===== src/verilog/audioRom_cfg.svh =====
`ifndef AUDIO_ROM_CFG_SVH
`define AUDIO_ROM_CFG_SVH

// ----------------------------------------
// Flash layout
// ----------------------------------------

// Page number width, flash address is {page, 8'h00}
`define AR_PAGE_WIDTH 16
// Bytes fetched per page, eight samples
`define AR_PAGE_BYTES 16
// Standard READ command
`define AR_READ_OPCODE 8'h03

// ----------------------------------------
// Read FIFO
// ----------------------------------------
`define AR_FIFO_DEPTH 16
`define AR_FIFO_AW 4

`endif


===== src/verilog/AudioRomPkg.sv =====
package AudioRomPkg;

	// ----------------------------------------
	// Page read sequencer states
	// ----------------------------------------
	typedef enum logic [2:0]
	{
		RrsIdle,
		RrsCmdSend,
		RrsAdrsSend,
		RrsDataRead,
		RrsPushWait,
		RrsCsHold,
		RrsDone
	} rrsState_t;

	// Current owner of the SPI byte engine
	typedef enum logic [1:0] {OwnNone, OwnCpu, OwnSeq} sfmOwner_t;

	// Byte engine phase
	typedef enum logic [1:0] {SpiIdle, SpiShift, SpiFinish} spiPhase_t;

endpackage


===== src/verilog/SpiFlashByte.sv =====
module SpiFlashByte
	import AudioRomPkg::*;
(
	input  logic       sClk,
	input  logic       reset,
	input  logic [7:0] wd,
	input  logic       start,
	input  logic       csCtrl,
	input  logic [7:0] div,
	input  logic       miso,
	output logic       sck,
	output logic       mosi,
	output logic       cs,
	output logic [7:0] rdData,
	output logic       done
);

	spiPhase_t  phase;
	logic [7:0] divCnt;
	logic [3:0] edgeCnt;
	logic [7:0] txReg;
	logic       tick;

	// SCK edge enable, one per div+1 cycles
	assign tick = (phase == SpiShift) && (divCnt == div);
	// MSB always on the pin
	assign mosi = txReg[7];
	// Single cycle, right after the last falling edge
	assign done = (phase == SpiFinish);

	// ----------------------------------------
	// Phase, divider and SCK
	// ----------------------------------------
	always_ff @(posedge sClk)
	begin
		if (reset)
		begin
			phase   <= SpiIdle;
			divCnt  <= '0;
			edgeCnt <= '0;
			sck     <= 1'b0;
			cs      <= 1'b1;
		end
		else
		begin
			// Chip select is the master's call
			cs <= csCtrl;
			case (phase)
				SpiIdle:
					if (start)
					begin
						phase   <= SpiShift;
						divCnt  <= '0;
						edgeCnt <= '0;
					end
				SpiShift:
					if (tick)
					begin
						divCnt  <= '0;
						sck     <= ~sck;
						edgeCnt <= edgeCnt + 4'd1;
						// 16th edge is the final fall
						if (edgeCnt == 4'd15)
							phase <= SpiFinish;
					end
					else
						divCnt <= divCnt + 8'd1;
				SpiFinish:
					phase <= SpiIdle;
				default:
					phase <= SpiIdle;
			endcase
		end
	end

	// ----------------------------------------
	// Shift registers
	// ----------------------------------------
	always_ff @(posedge sClk)
	begin
		// Load on start, shift out on falling SCK
		if ((phase == SpiIdle) && start)
			txReg <= wd;
		else if (tick && sck)
			txReg <= {txReg[6:0], 1'b0};
		// Sample on rising SCK, holds after done
		if (tick && !sck)
			rdData <= {rdData[6:0], miso};
	end

endmodule


===== src/verilog/SfmBusArbiter.sv =====
module SfmBusArbiter
	import AudioRomPkg::*;
(
	input  logic       sClk,
	input  logic       reset,
	input  logic [7:0] cpuWd,
	input  logic       cpuEn,
	input  logic       cpuCsCtrl,
	input  logic       cpuValid,
	input  logic [7:0] seqWd,
	input  logic       seqStart,
	input  logic       seqCsCtrl,
	output logic       cpuDone,
	output logic       seqDone,
	output logic [7:0] spiWd,
	output logic       spiStart,
	output logic       spiCsCtrl,
	input  logic       spiDone
);

	sfmOwner_t owner;
	logic      grantCpu;
	logic      grantSeq;

	// Effective grant, CPU wins a free bus
	assign grantCpu = (owner == OwnCpu) || ((owner == OwnNone) && cpuValid);
	assign grantSeq = (owner == OwnSeq) || ((owner == OwnNone) && !cpuValid && seqStart);

	assign spiWd    = grantCpu ? cpuWd : seqWd;
	assign spiStart = (grantCpu && cpuEn) || (grantSeq && seqStart);
	// Completion only to the owner
	assign cpuDone  = spiDone && (owner == OwnCpu);
	assign seqDone  = spiDone && (owner == OwnSeq);

	// Idle bus keeps any master's low CS low
	always_comb
	begin
		case (owner)
			OwnCpu:  spiCsCtrl = cpuCsCtrl;
			OwnSeq:  spiCsCtrl = seqCsCtrl;
			default: spiCsCtrl = cpuCsCtrl & seqCsCtrl;
		endcase
	end

	// Grant held until the byte completes
	always_ff @(posedge sClk)
	begin
		if (reset)
			owner <= OwnNone;
		else if (owner == OwnNone)
		begin
			if (cpuValid)
				owner <= OwnCpu;
			else if (seqStart)
				owner <= OwnSeq;
		end
		else if (spiDone)
			owner <= OwnNone;
		// CPU walked away without sending a byte
		else if ((owner == OwnCpu) && !cpuValid)
			owner <= OwnNone;
	end

endmodule


===== src/verilog/AudioRomReadSequence.sv =====
`include "audioRom_cfg.svh"

module AudioRomReadSequence
	import AudioRomPkg::*;
(
	input  logic                      sClk,
	input  logic                      reset,
	input  logic                      en,
	input  logic                      cycleEn,
	input  logic [7:0]                csHoldTime,
	input  logic [`AR_PAGE_WIDTH-1:0] startAdrs,
	input  logic [`AR_PAGE_WIDTH-1:0] endAdrs,
	input  logic [7:0]                spiRd,
	input  logic                      spiDone,
	output logic [7:0]                spiWd,
	output logic                      spiStart,
	output logic                      spiCsCtrl,
	output logic                      fifoWe,
	output logic [15:0]               fifoWd,
	input  logic [`AR_FIFO_AW:0]      fifoFree,
	output logic                      done,
	output logic [`AR_PAGE_WIDTH-1:0] adrsAdd
);

	localparam int BcWidth = $clog2(`AR_PAGE_BYTES);
	localparam logic [BcWidth-1:0] LastByte = BcWidth'(`AR_PAGE_BYTES - 1);
	localparam logic [BcWidth-1:0] LastAdrs = BcWidth'(2);
	// Room for the sample in flight plus the next one
	localparam logic [`AR_FIFO_AW:0] MinFree = (`AR_FIFO_AW + 1)'(2);

	rrsState_t          state;
	logic               busy;
	logic [7:0]         holdCnt;
	logic [7:0]         lowByte;
	logic [BcWidth-1:0] byteCnt;
	logic [23:0]        flashAdrs;

	assign flashAdrs = {adrsAdd, 8'h00};
	// CS low for the whole page, wait included
	assign spiCsCtrl = !(state inside {RrsCmdSend, RrsAdrsSend, RrsDataRead, RrsPushWait});

	// Byte to send, address MSB first
	always_comb
	begin
		case (state)
			RrsCmdSend:
				spiWd = `AR_READ_OPCODE;
			RrsAdrsSend:
				case (byteCnt)
					BcWidth'(0): spiWd = flashAdrs[23:16];
					BcWidth'(1): spiWd = flashAdrs[15:8];
					default:     spiWd = flashAdrs[7:0];
				endcase
			// Dummy data while reading
			default:
				spiWd = 8'h00;
		endcase
	end

	// ----------------------------------------
	// Page sequencer
	// ----------------------------------------
	always_ff @(posedge sClk)
	begin
		if (reset)
		begin
			state    <= RrsIdle;
			busy     <= 1'b0;
			spiStart <= 1'b0;
			fifoWe   <= 1'b0;
			done     <= 1'b0;
			byteCnt  <= '0;
			holdCnt  <= '0;
			adrsAdd  <= '0;
		end
		else
		begin
			spiStart <= 1'b0;
			fifoWe   <= 1'b0;
			done     <= 1'b0;
			if (spiDone)
				busy <= 1'b0;
			// Disable only between bytes
			if (!en && !busy)
				state <= RrsIdle;
			else
				case (state)
					RrsIdle:
					begin
						state   <= RrsCmdSend;
						adrsAdd <= startAdrs;
					end
					RrsCmdSend:
						if (!busy)
						begin
							spiStart <= 1'b1;
							busy     <= 1'b1;
						end
						else if (spiDone)
						begin
							state   <= RrsAdrsSend;
							byteCnt <= '0;
						end
					RrsAdrsSend:
						if (!busy)
						begin
							spiStart <= 1'b1;
							busy     <= 1'b1;
						end
						else if (spiDone)
						begin
							if (byteCnt == LastAdrs)
							begin
								state   <= RrsDataRead;
								byteCnt <= '0;
							end
							else
								byteCnt <= byteCnt + 1'b1;
						end
					RrsDataRead:
						if (!busy)
						begin
							// Low byte of a sample, check for room first
							if (!byteCnt[0] && (fifoFree < MinFree))
								state <= RrsPushWait;
							else
							begin
								spiStart <= 1'b1;
								busy     <= 1'b1;
							end
						end
						else if (spiDone)
						begin
							fifoWe <= byteCnt[0];
							if (byteCnt == LastByte)
							begin
								state   <= RrsCsHold;
								holdCnt <= '0;
								byteCnt <= '0;
							end
							else
								byteCnt <= byteCnt + 1'b1;
						end
					RrsPushWait:
						if (fifoFree >= MinFree)
							state <= RrsDataRead;
					RrsCsHold:
						// csHoldTime+1 cycles with CS high
						if (holdCnt != csHoldTime)
							holdCnt <= holdCnt + 8'd1;
						else if (adrsAdd != endAdrs)
						begin
							adrsAdd <= adrsAdd + 1'b1;
							state   <= RrsCmdSend;
						end
						else if (cycleEn)
						begin
							adrsAdd <= startAdrs;
							state   <= RrsCmdSend;
						end
						else
						begin
							state <= RrsDone;
							done  <= 1'b1;
						end
					// Parked until en drops
					RrsDone:
						state <= RrsDone;
					default:
						state <= RrsIdle;
				endcase
		end
	end

	// Sample assembly, low byte first
	always_ff @(posedge sClk)
	begin
		if ((state == RrsDataRead) && busy && spiDone)
		begin
			if (byteCnt[0])
				fifoWd <= {spiRd, lowByte};
			else
				lowByte <= spiRd;
		end
	end

endmodule


===== src/verilog/SampleFifo.sv =====
`include "audioRom_cfg.svh"

module SampleFifo
(
	input  logic                 sClk,
	input  logic                 reset,
	input  logic                 we,
	input  logic [15:0]          wd,
	input  logic                 re,
	output logic [15:0]          rd,
	output logic                 rvd,
	output logic                 emp,
	output logic [`AR_FIFO_AW:0] free
);

	localparam logic [`AR_FIFO_AW:0] Depth = (`AR_FIFO_AW + 1)'(`AR_FIFO_DEPTH);

	logic [15:0]             mem [`AR_FIFO_DEPTH];
	logic [`AR_FIFO_AW-1:0]  wrPtr;
	logic [`AR_FIFO_AW-1:0]  rdPtr;
	logic [`AR_FIFO_AW:0]    count;
	logic                    push;
	logic                    pop;

	// Overflow and underflow dropped
	assign push = we && (count != Depth);
	assign pop  = re && !emp;
	assign emp  = (count == '0);
	assign free = Depth - count;

	// ----------------------------------------
	// Pointers and count
	// ----------------------------------------
	always_ff @(posedge sClk)
	begin
		if (reset)
		begin
			wrPtr <= '0;
			rdPtr <= '0;
			count <= '0;
			rvd   <= 1'b0;
		end
		else
		begin
			rvd <= pop;
			if (push)
				wrPtr <= wrPtr + 1'b1;
			if (pop)
				rdPtr <= rdPtr + 1'b1;
			if (push && !pop)
				count <= count + 1'b1;
			else if (pop && !push)
				count <= count - 1'b1;
		end
	end

	// Storage and read data, one cycle after re
	always_ff @(posedge sClk)
	begin
		if (push)
			mem[wrPtr] <= wd;
		if (pop)
			rd <= mem[rdPtr];
	end

endmodule


===== src/verilog/AudioRomRead.sv =====
`include "audioRom_cfg.svh"

module AudioRomRead
(
	input  logic                      sClk,
	input  logic                      reset,
	// Serial flash pins
	output logic                      sfmSck,
	output logic                      sfmMosi,
	input  logic                      sfmMiso,
	output logic                      sfmCs,
	// Sample FIFO read side
	output logic [15:0]               rd,
	output logic                      rvd,
	output logic                      emp,
	input  logic                      re,
	// Sequencer control
	input  logic                      sfmEn,
	input  logic                      sfmCycleEn,
	input  logic [7:0]                sfmDiv,
	input  logic [7:0]                sfmCsHoldTime,
	input  logic [`AR_PAGE_WIDTH-1:0] sfmStartAdrs,
	input  logic [`AR_PAGE_WIDTH-1:0] sfmEndAdrs,
	// CPU byte access
	input  logic [7:0]                cpuWd,
	input  logic                      cpuEn,
	input  logic                      cpuCsCtrl,
	input  logic                      cpuValid,
	output logic [7:0]                cpuRd,
	output logic                      cpuDone,
	// Status
	output logic                      sfmDone,
	output logic [`AR_PAGE_WIDTH-1:0] sfmAdrsAdd
);

	logic [7:0]            seqWd;
	logic                  seqStart;
	logic                  seqCsCtrl;
	logic                  seqDone;
	logic [7:0]            spiWd;
	logic                  spiStart;
	logic                  spiCsCtrl;
	logic                  spiDone;
	logic                  fifoWe;
	logic [15:0]           fifoWd;
	logic [`AR_FIFO_AW:0]  fifoFree;

	// ----------------------------------------
	// Page read sequencer and sample FIFO
	// ----------------------------------------
	AudioRomReadSequence sequence0 (
		.sClk(sClk), .reset(reset),
		.en(sfmEn), .cycleEn(sfmCycleEn), .csHoldTime(sfmCsHoldTime),
		.startAdrs(sfmStartAdrs), .endAdrs(sfmEndAdrs),
		// Read data straight from the engine
		.spiRd(cpuRd), .spiDone(seqDone),
		.spiWd(seqWd), .spiStart(seqStart), .spiCsCtrl(seqCsCtrl),
		.fifoWe(fifoWe), .fifoWd(fifoWd), .fifoFree(fifoFree),
		.done(sfmDone), .adrsAdd(sfmAdrsAdd)
	);

	SampleFifo fifo0 (
		.sClk(sClk), .reset(reset),
		.we(fifoWe), .wd(fifoWd),
		.re(re), .rd(rd), .rvd(rvd), .emp(emp), .free(fifoFree)
	);

	// ----------------------------------------
	// Shared SPI byte engine
	// ----------------------------------------
	SfmBusArbiter arbiter0 (
		.sClk(sClk), .reset(reset),
		.cpuWd(cpuWd), .cpuEn(cpuEn), .cpuCsCtrl(cpuCsCtrl), .cpuValid(cpuValid),
		.seqWd(seqWd), .seqStart(seqStart), .seqCsCtrl(seqCsCtrl),
		.cpuDone(cpuDone), .seqDone(seqDone),
		.spiWd(spiWd), .spiStart(spiStart), .spiCsCtrl(spiCsCtrl), .spiDone(spiDone)
	);

	SpiFlashByte spi0 (
		.sClk(sClk), .reset(reset),
		.wd(spiWd), .start(spiStart), .csCtrl(spiCsCtrl), .div(sfmDiv),
		.miso(sfmMiso), .sck(sfmSck), .mosi(sfmMosi), .cs(sfmCs),
		.rdData(cpuRd), .done(spiDone)
	);

endmodule


===== config.mk =====
export PLATFORM = sky130hd
export DESIGN_NAME = AudioRomRead
export DESIGN_NICKNAME = d
export VERILOG_FILES = /design/src/verilog/AudioRomPkg.sv /design/src/verilog/SpiFlashByte.sv /design/src/verilog/SfmBusArbiter.sv /design/src/verilog/AudioRomReadSequence.sv /design/src/verilog/SampleFifo.sv /design/src/verilog/AudioRomRead.sv
export VERILOG_INCLUDE_DIRS = /design/src /design/src/verilog
export SDC_FILE = /design/constraint.sdc
export NUM_CORES = 1
export LEC_CHECK = 0
export BUFFER_PORTS_ARGS = -buffer_cell sky130_fd_sc_hd__buf_2
export CORE_UTILIZATION = 45
export CTS_BUF_LIST = sky130_fd_sc_hd__clkbuf_4
export CTS_CLUSTER_DIAMETER = 30
export DETAILED_ROUTE_END_ITERATION = 8
export PLACE_DENSITY = 0.66
export SYNTH_ARGS = -nofsm -noshare
export SYNTH_HDL_FRONTEND = slang
export SYNTH_SLANG_ARGS = --single-unit

===== constraint.sdc =====
create_clock -name sClk -period 3.1 [get_ports sClk]
set_input_delay 0.93 -clock sClk [delete_from_list [all_inputs] [get_ports sClk]]
set_output_delay 0.93 -clock sClk [all_outputs]
set_load 0.05 [all_outputs]

==> results of run 1 <==
layout by cell type, fill, tap and decap left out, drive strengths merged, types with 3 or more instances in the layout:
| master | count |
|---|---|
| o21ai | 29 |
| clkinv | 27 |
| nor3 | 21 |
| nor2 | 80 |
| or4 | 4 |
| or2 | 4 |
| a21o | 5 |
| a221oi | 4 |
| dfxtp | 67 |
| xnor2 | 14 |
| a211oi | 12 |
| ha | 24 |
| nand2b | 13 |
| mux2 | 4 |
| o221a | 3 |
| o211ai | 8 |
| and3 | 8 |
| nor2b | 11 |
| or3 | 7 |
| a211o | 4 |
| o32ai | 8 |
| nand3 | 18 |
| inv | 22 |
| a22oi | 12 |
| or3b | 5 |
| mux2i | 10 |
| clkbuf | 140 |
| buf | 163 |
| nand3b | 4 |
| nand2 | 52 |
| nor4 | 9 |
| xor2 | 34 |
| mux4 | 80 |
| nand4 | 10 |
| edfxtp | 312 |
| a21oi | 37 |
per-stage QoR:
stage	instance area, µm²	power, mW
2_1_floorplan	15900	7.91
3_3_place_gp	17300	8.56
3_5_place_dp	17300	8.59
4_1_cts	18500	12.8
5_1_grt	18600	13.3
6_report	18600	12.7
final cells by class:
cell class / count / area share
Clock inverter: 32 / 0.0102
Clock buffer: 140 / 0.0566
Sequential cell: 379 / 0.577
Inverter: 19 / 0.00384
Antenna cell: 1 / 0.000135
Tap cell: 455 / 0.0306
Timing Repair Buffer: 163 / 0.0529
Multi-Input combinational cell: 561 / 0.269
cell families after synthesis:
logic type,share of synthesized area
flip-flops,0.673
XOR/XNOR,0.0264
multiplexers,0.122
adder cells (fa/ha/maj),0.0201
AND/OR/NAND/NOR,0.0802
AO/OA/AOI/OAI,0.0589
buffers and inverters,0.0193
timing repair:
item                       4_1_cts  5_1_grt
setup buffers                    0        0
setup endpoints to repair        0        2
gates resized for setup          0        8
worst min path at each step:
stage / to / from / slack (ns) / cells past startpoint
2_1_floorplan: sequence0.fifoWd[0] / sequence0.lowByte[0] / 0.40 / 0
3_3_place_gp: sequence0.fifoWd[3] / sequence0.lowByte[3] / 0.41 / 0
3_5_place_dp: sequence0.fifoWd[7] / sequence0.lowByte[7] / 0.41 / 0
4_1_cts: spi0.rdData[0] / sfmMiso / 0.36 / 1
5_1_grt: spi0.rdData[0] / sfmMiso / 0.36 / 1
6_report: sequence0.fifoWd[4] / sequence0.lowByte[4] / 0.40 / 0
routing by layer:
layer,vias to the layer above,global-route usage
met2,326,0.328
li1,4450,-
met1,4712,0.250
met4,4,0.0723
met3,63,0.0463
met5,-,0
registers in the layout, summed over array words and instances (netlist names), 2 cells and up:
register           flops
spi0.rdData            8
sequence0.state        3
sequence0.byteCnt      4
sequence0.fifoWd      16
fifo0.rdPtr            4
spi0.divCnt            8
fifo0.rd              16
fifo0.wrPtr            4
spi0.phase             2
sequence0.lowByte      8
sequence0.holdCnt      8
arbiter0.owner         2
spi0.edgeCnt           4
sequence0.adrsAdd     16
fifo0.mem            256
spi0.txReg             8
fifo0.count            5
power groups by stage:
stage	logic [mW]	registers [mW]	clock network (mW)
after detailed placement	2.58	6.01	0
after CTS	2.59	5.90	4.29
after global routing	2.79	5.94	4.58
final	2.59	5.91	4.17
after global placement	2.55	6.01	0
after floorplan	1.64	6.27	0
worst max-delay path, cell delays in order (launching register included):
cell and delay [ns]:
dfxtp_1 0.42, nor2b_1 0.32, and2_1 0.25, buf_2 0.29
==> flow_summary.ini, run 1 <==
[sta]
setup_ws_ns = 0.192
setup_viol = 0
slew_headroom = 0.432
slew_violations = 0
rsz0062_at_grt = no
timing.hold.ws_ns = 0.401
timing.final.crit_share = 0.938
report.final.hold_viol_count = 0
min_period_ns = 2.91
clock_skew_ns = 0.0724
worstMarginPinSlew_ns = 0.846
fmax_mhz = 344
totalNegativeSetupSlack_ns = 0

[cells_and_area]
final_cells = 1750
fillers = 2876
layout-drive-gt1-share = 0.342
multi_input_area_um2 = 5000
fin_nets = 1313
final_core_util = 0.535
syn_to_final_growth_pct = 16.7
regArea_um2 = 10700

[route]
met3_length_mm = 2.18
routed_wl_mm = 34.8
wl_met2_mm = 17.3
drt_first_iter_violations = 675
ant_nets = 0
top_layer = met5
num_vias = 9555
drcViolationCount = 0
met1_length_mm = 14.7
routedWlPerCell_um = 19.9
drtPass1Iterations = 5
vias_per_cell = 5.46

[clocking]
root_buffer = clkbuf_4
cts_tree = done
cts_sinks = 379
cts-hold-fix-buffers = 0
cts_buffer_depth = 3
clkSlewWorstSetupHoldPaths_ns = 0.07
cts_buffers = 99
insertion_delay_ns = 0.73
h-tree-depth = 3

[place]
portBuffers = 111
place_inst = 1577
place.gp.congestion = 0.829
place_ws_ns = 0.0547
dp.final_hpwl_mm = 21.7

[worst_setup_path]
reg2regPathDepth = 14
startpoint_type = flop
crit_fanout = 7
r2r_slack_ns = 0.20
critPathKind = reg -> out
arrival_ns = 1.98
cp.required_ns = 2.17
startpoint = spi0.phase[1]
endpoint = cpuDone
timing.rr.start = fifo0.count[0]
cp-end-kind = output pin
rr_endpoint = fifo0.count[4]

[synthesis]
async_flop_share = 0
synthFlopType = edfxtp_1
synth_area_leaders = edfxtp_1, mux4_2, dfxtp_1
ys_types = 66
yosysMostFrequentCell = edfxtp_1
synth_warnings = 0
netlist_instances = 1012
synth-seq-cells = 379
syn_avg_cell_area_um2 = 15.7
syn_nets = 1102
synth.largest_area_cell = edfxtp_1
synth-edff-count = 312
ys_seq_area_frac = 0.673
netlist_area_um2 = 15900
synth.top_cells.by_count = edfxtp_1, mux4_2, nor2_1
synth_top_cell_area_share = 0.589

[global_routing]
grt_pass1_wl_mm = 53.5
grt-ovfl-total = 0
grt.total_usage = 0.197
antenna_found_initial = 3
grt_start_max_net_pins = 68
grt_pass1_vias = 9716

[pwr]
switching_share = 0.287
clkPwrFrac = 0.329
p_leak_nw = 6.37
ir_worst_vdd_mv = 0.442
power_frac_comb = 0.205
power_switching_mw = 3.63
seq_power_share = 0.466
power_density_nw_per_um2 = 682
p_int_mw = 9.04

[job]
cap_violations = 0

[die]
die_w_um = 190
core_area_um2 = 34700
start_util = 0.459
fp.dieArea_um2 = 36100
ios = 112
die_y_um = 190
std_cell_rows = 68

[hold_path]
hold_path_class = reg -> reg

[run_status]
status = complete, no violations
No activity file was read; power rests on OpenSTA's default activity.
==> run 2, diff against run 1 <==
CORE_MARGIN = 2   (was unset)
REMOVE_ABC_BUFFERS = 1   (was unset)
==> flow_summary.ini, run 2 (same netlist as run 1, synthesis figures left out) <==
[pwr]
p_int_mw = 9.21
power_frac_comb = 0.207
seq_power_share = 0.453
clkPwrFrac = 0.341
power_density_nw_per_um2 = 688
p_total_mw = 12.9
ir_worst_vdd_mv = 0.434
switching_share = 0.285
p_leak_nw = 6.45
power_switching_mw = 3.67

[die]
core_area_um2 = 34700
std_cell_rows = 68
ios = 112
start_util = 0.459
die_w_um = 192
fp.dieArea_um2 = 36900
die_y_um = 192

[job]
cap_violations = 0

[sta]
setup_viol = 0
slew_headroom = 0.472
report.final.hold_viol_count = 0
totalNegativeSetupSlack_ns = 0
fmax_mhz = 345
rsz0062_at_grt = no
timing.final.crit_share = 0.936
timing.hold.ws_ns = 0.402
worstMarginPinSlew_ns = 0.784
slew_violations = 0
clock_skew_ns = 0.0666
min_period_ns = 2.90

[cells_and_area]
fin_nets = 1311
fillers = 2897
final_cell_mix = edfxtp_1, clkbuf_4, buf_2
final_core_util = 0.539
syn_to_final_growth_pct = 17.6
largest_register_ffs = 256
largest-register = fifo0.mem
layout_commonest_cell = edfxtp_1
layout-drive-gt1-share = 0.348

[global_routing]
grt-ovfl-total = 0
grt_start_max_net_pins = 68
grt_pass1_vias = 9773
grt.total_usage = 0.199
grt_pass1_wl_mm = 55.1
antenna_found_initial = 2

[clocking]
h-tree-depth = 3
root_buffer = clkbuf_4
insertion_delay_ns = 0.78
cts_sinks = 379
cts_tree = done
clkSlewWorstSetupHoldPaths_ns = 0.07
cts_buffer_depth = 3
cts_buffers = 99

[worst_setup_path]
arrival_ns = 3.51
cp-end-kind = flop
crit_fanout = 4
cp.required_ns = 3.71
startpoint_type = flop
critPathKind = reg -> reg

[place]
portBuffers = 111
place.gp.congestion = 0.820
dp.final_hpwl_mm = 21.8

[route]
ant_nets = 0
num_vias = 9725
vias_per_cell = 5.52
drt_first_iter_violations = 668
drcViolationCount = 0
routedWlPerCell_um = 20.2
drtPass1Iterations = 7
routed_wl_mm = 35.5

[hold_path]
hold_path_class = reg -> reg

[run_status]
status = complete, no violations
==> run 2: critical path: stages (launching register included) <==
cell	delay (ns)
dfxtp_1	0.33
inv_1	0.08
ha_1	0.21
nor3b_4	0.15
ha_1	0.22
nor2b_2	0.15
ha_2	0.21
inv_1	0.08
ha_1	0.33
nor2b_1	0.15
o21a_1	0.17
or3_1	0.30
a21oi_1	0.18
xnor2_1	0.13
nor2_1	0.05
==> run 2: timing repair <==
| action | in CTS | in global routing |
|---|---|---|
| hold buffers | 0 | 0 |
| setup buffers | 0 | 1 |
| pin swaps | 0 | 1 |
| resized for setup | 1 | 4 |
| setup endpoints to repair | 1 | 2 |
==> run 2: worst paths after layout <==
check / endpoint / cells after the start / startpoint / slack [ns]
worst min-delay path: sequence0.fifoWd[1] / 0 / sequence0.lowByte[1] / 0.40
worst min register to register: sequence0.fifoWd[1] / 0 / sequence0.lowByte[1] / 0.40
worst max register to register: fifo0.count[4] / 14 / fifo0.count[0] / 0.20
worst max-delay path: fifo0.count[4] / 14 / fifo0.count[0] / 0.20
==> run 2: cell type report <==
| class | instances | area (µm²) | share of cell area |
|---|---|---|---|
| Antenna cell | 4 | 10.0 | 0.000535 |
| Clock inverter | 31 | 186 | 0.00996 |
| Inverter | 19 | 71.3 | 0.00381 |
| Timing Repair Buffer | 161 | 1050 | 0.0559 |
| Clock buffer | 152 | 1140 | 0.0610 |
| Sequential cell | 379 | 10700 | 0.572 |
| Multi-Input combinational cell | 561 | 4980 | 0.266 |
| Tap cell | 455 | 569 | 0.0304 |
==> run 2: through the flow <==
stage / worst slack [ns] / area, µm² / cells
after floorplan: -1.07 / 15700 / 959
after global placement: 0.137 / 17400 / 1574
after detailed placement: 0.0591 / 17400 / 1574
after CTS: 0.00843 / 18700 / 1757
after global routing: 0.00576 / 18700 / 1762
final: 0.198 / 18700 / 1762
==> run 2: routing by layer <==
layer / GRT usage / part of all wire
met2: 0.325 / 0.49
met3: 0.0457 / 0.076
met1: 0.265 / 0.42
met4: 0.0646 / 0.014
met5: 0 / 0
==> run 2: power groups by stage <==
stage	logic, mW	registers [mW]	clock network (mW)
final	2.66	5.83	4.39
after global routing	2.87	5.85	4.80
after CTS	2.69	5.82	4.53
after detailed placement	2.66	5.93	0
after global placement	2.64	5.93	0
after floorplan	1.41	6.50	0
==> run 3, diff against run 2 <==
--- a/config.mk
+++ b/config.mk
@@ -14,3 +14,3 @@
 export DETAILED_ROUTE_END_ITERATION = 8
-export PLACE_DENSITY = 0.66
+export PLACE_DENSITY = 0.63
 export REMOVE_ABC_BUFFERS = 1
==> constraint.sdc (replaced) <==
create_clock -name sClk -period 3 [get_ports sClk]
set_input_delay 0.3 -clock sClk [delete_from_list [all_inputs] [get_ports sClk]]
set_output_delay 0.3 -clock sClk [all_outputs]
set_load 0.05 [all_outputs]
==> flow_summary.ini, run 3 (same netlist as run 1, synthesis figures left out) <==
[cells_and_area]
fillers = 2886
layout_commonest_cell = edfxtp_1
layout-drive-gt1-share = 0.335
final_area_um2 = 19100
syn_to_final_growth_pct = 19.7
largest_register_ffs = 256
final_core_util = 0.549
final_cell_mix = edfxtp_1, clkbuf_4, buf_2
largest-register = fifo0.mem
final_cells = 1804
fin_nets = 1352

[place]
dp.final_hpwl_mm = 22.4
place.gp.congestion = 0.855
portBuffers = 111
place_ws_ns = -0.0344
place_inst = 1583
postPlaceCellArea_um2 = 17400

[worst_setup_path]
cp-end-kind = flop
crit_slowest_cell = dlygate4sd3_1
arrival_ns = 3.59
cpPeakStageDelay_ns = 0.59
startpoint_type = flop
cp_cell_sequence = xor2_1 > nor4_2 > nand3_2 > a21o_1 > buf_4 > a211o_1 > a221oi_1 > dlygate4sd3_1
critPathKind = reg -> reg
crit_fanout = 11
cp.required_ns = 3.71

[route]
routed_wl_mm = 36.2
drcViolationCount = 0
drt_first_iter_violations = 696
vias_per_cell = 5.50
num_vias = 9916
routedWlPerCell_um = 20.1
drtPass1Iterations = 5
ant_nets = 0

[clocking]
cts_sinks = 379
h-tree-depth = 3
cts_buffers = 100
clkSlewWorstSetupHoldPaths_ns = 0.06
cts_buffer_depth = 3
root_buffer = clkbuf_4
cts_tree = done
insertion_delay_ns = 0.78

[sta]
slew_violations = 0
report.final.hold_viol_count = 0
totalNegativeSetupSlack_ns = 0
timing.hold.ws_ns = 0.0823
fmax_mhz = 347
clock_skew_ns = 0.0670
rsz0062_at_grt = no
min_period_ns = 2.88
slew_headroom = 0.373
worstMarginPinSlew_ns = 0.932
timing.final.crit_share = 0.959
setup_ws_ns = 0.122
setup_viol = 0

[die]
die_w_um = 192
die_y_um = 192
ios = 112
start_util = 0.459
fp.dieArea_um2 = 36900
core_area_um2 = 34700
std_cell_rows = 68

[global_routing]
grt.total_usage = 0.205
grt_pass1_vias = 10187
grt_start_max_net_pins = 53
grt_pass1_wl_mm = 56.7
grt-ovfl-total = 0
antenna_found_initial = 2

[pwr]
p_leak_nw = 6.58
p_total_mw = 13.2
power_density_nw_per_um2 = 693
ir_worst_vdd_mv = 0.413

[job]
cap_violations = 0

[run_status]
status = complete, no violations

[hold_path]
hold_path_class = in -> reg
==> run 3: per-layer routing <==
metal  routed length [µm]  track usage
met5                    0            0
met4                  889       0.0784
met3                 2440       0.0534
met2                17300        0.327
met1                15500        0.269
==> run 3: layout make-up <==
type	instances	area (µm²)	area share
antenna	2	5.00	0.000263
clock buffer	140	1050	0.0552
clock inverter	47	235	0.0123
inverter	19	71.3	0.00374
multi-input combinational	561	4990	0.262
sequential	379	10700	0.562
tap	455	569	0.0299
timing repair buffer	201	1420	0.0746
==> run 3: worst paths after layout <==
path	from	endpoint	slack [ns]	cells past startpoint
setup / recovery	sequence0.holdCnt[1]	sequence0.adrsAdd[8]	0.12	8
hold reg to reg	sequence0.lowByte[1]	sequence0.fifoWd[1]	0.41	0
hold / removal	sfmDiv[7]	spi0.phase[1]	0.08	5
setup reg to reg	sequence0.holdCnt[1]	sequence0.adrsAdd[8]	0.12	8
==> run 3: timing repair <==
item / 4_1_cts / 5_1_grt
resized for setup: 2 / 5
buffers inserted: 0 / 1
endpoints found under the hold margin: 33 / 0
setup endpoints to repair: 1 / 2
pin swaps: 0 / 2
cloned: 0 / 0
hold buffers: 31 / 0
==> run 3: worst max-delay path: cells and delay by family (launching register included) <==
kind / cells / cell delay, ns
AND/OR/NAND/NOR: 2 / 0.59
XOR/XNOR: 1 / 0.18
AO/OA/AOI/OAI: 3 / 0.88
flip-flops: 1 / 0.34
buffers and inverters: 2 / 0.81
==> run 3: power by group <==
group	leakage (nW)	total [mW]	switching (mW)	internal, mW
logic	2.46	2.81	1.56	1.25
clock network	0.758	4.39	2.12	2.28
registers	3.36	6.01	0.149	5.86
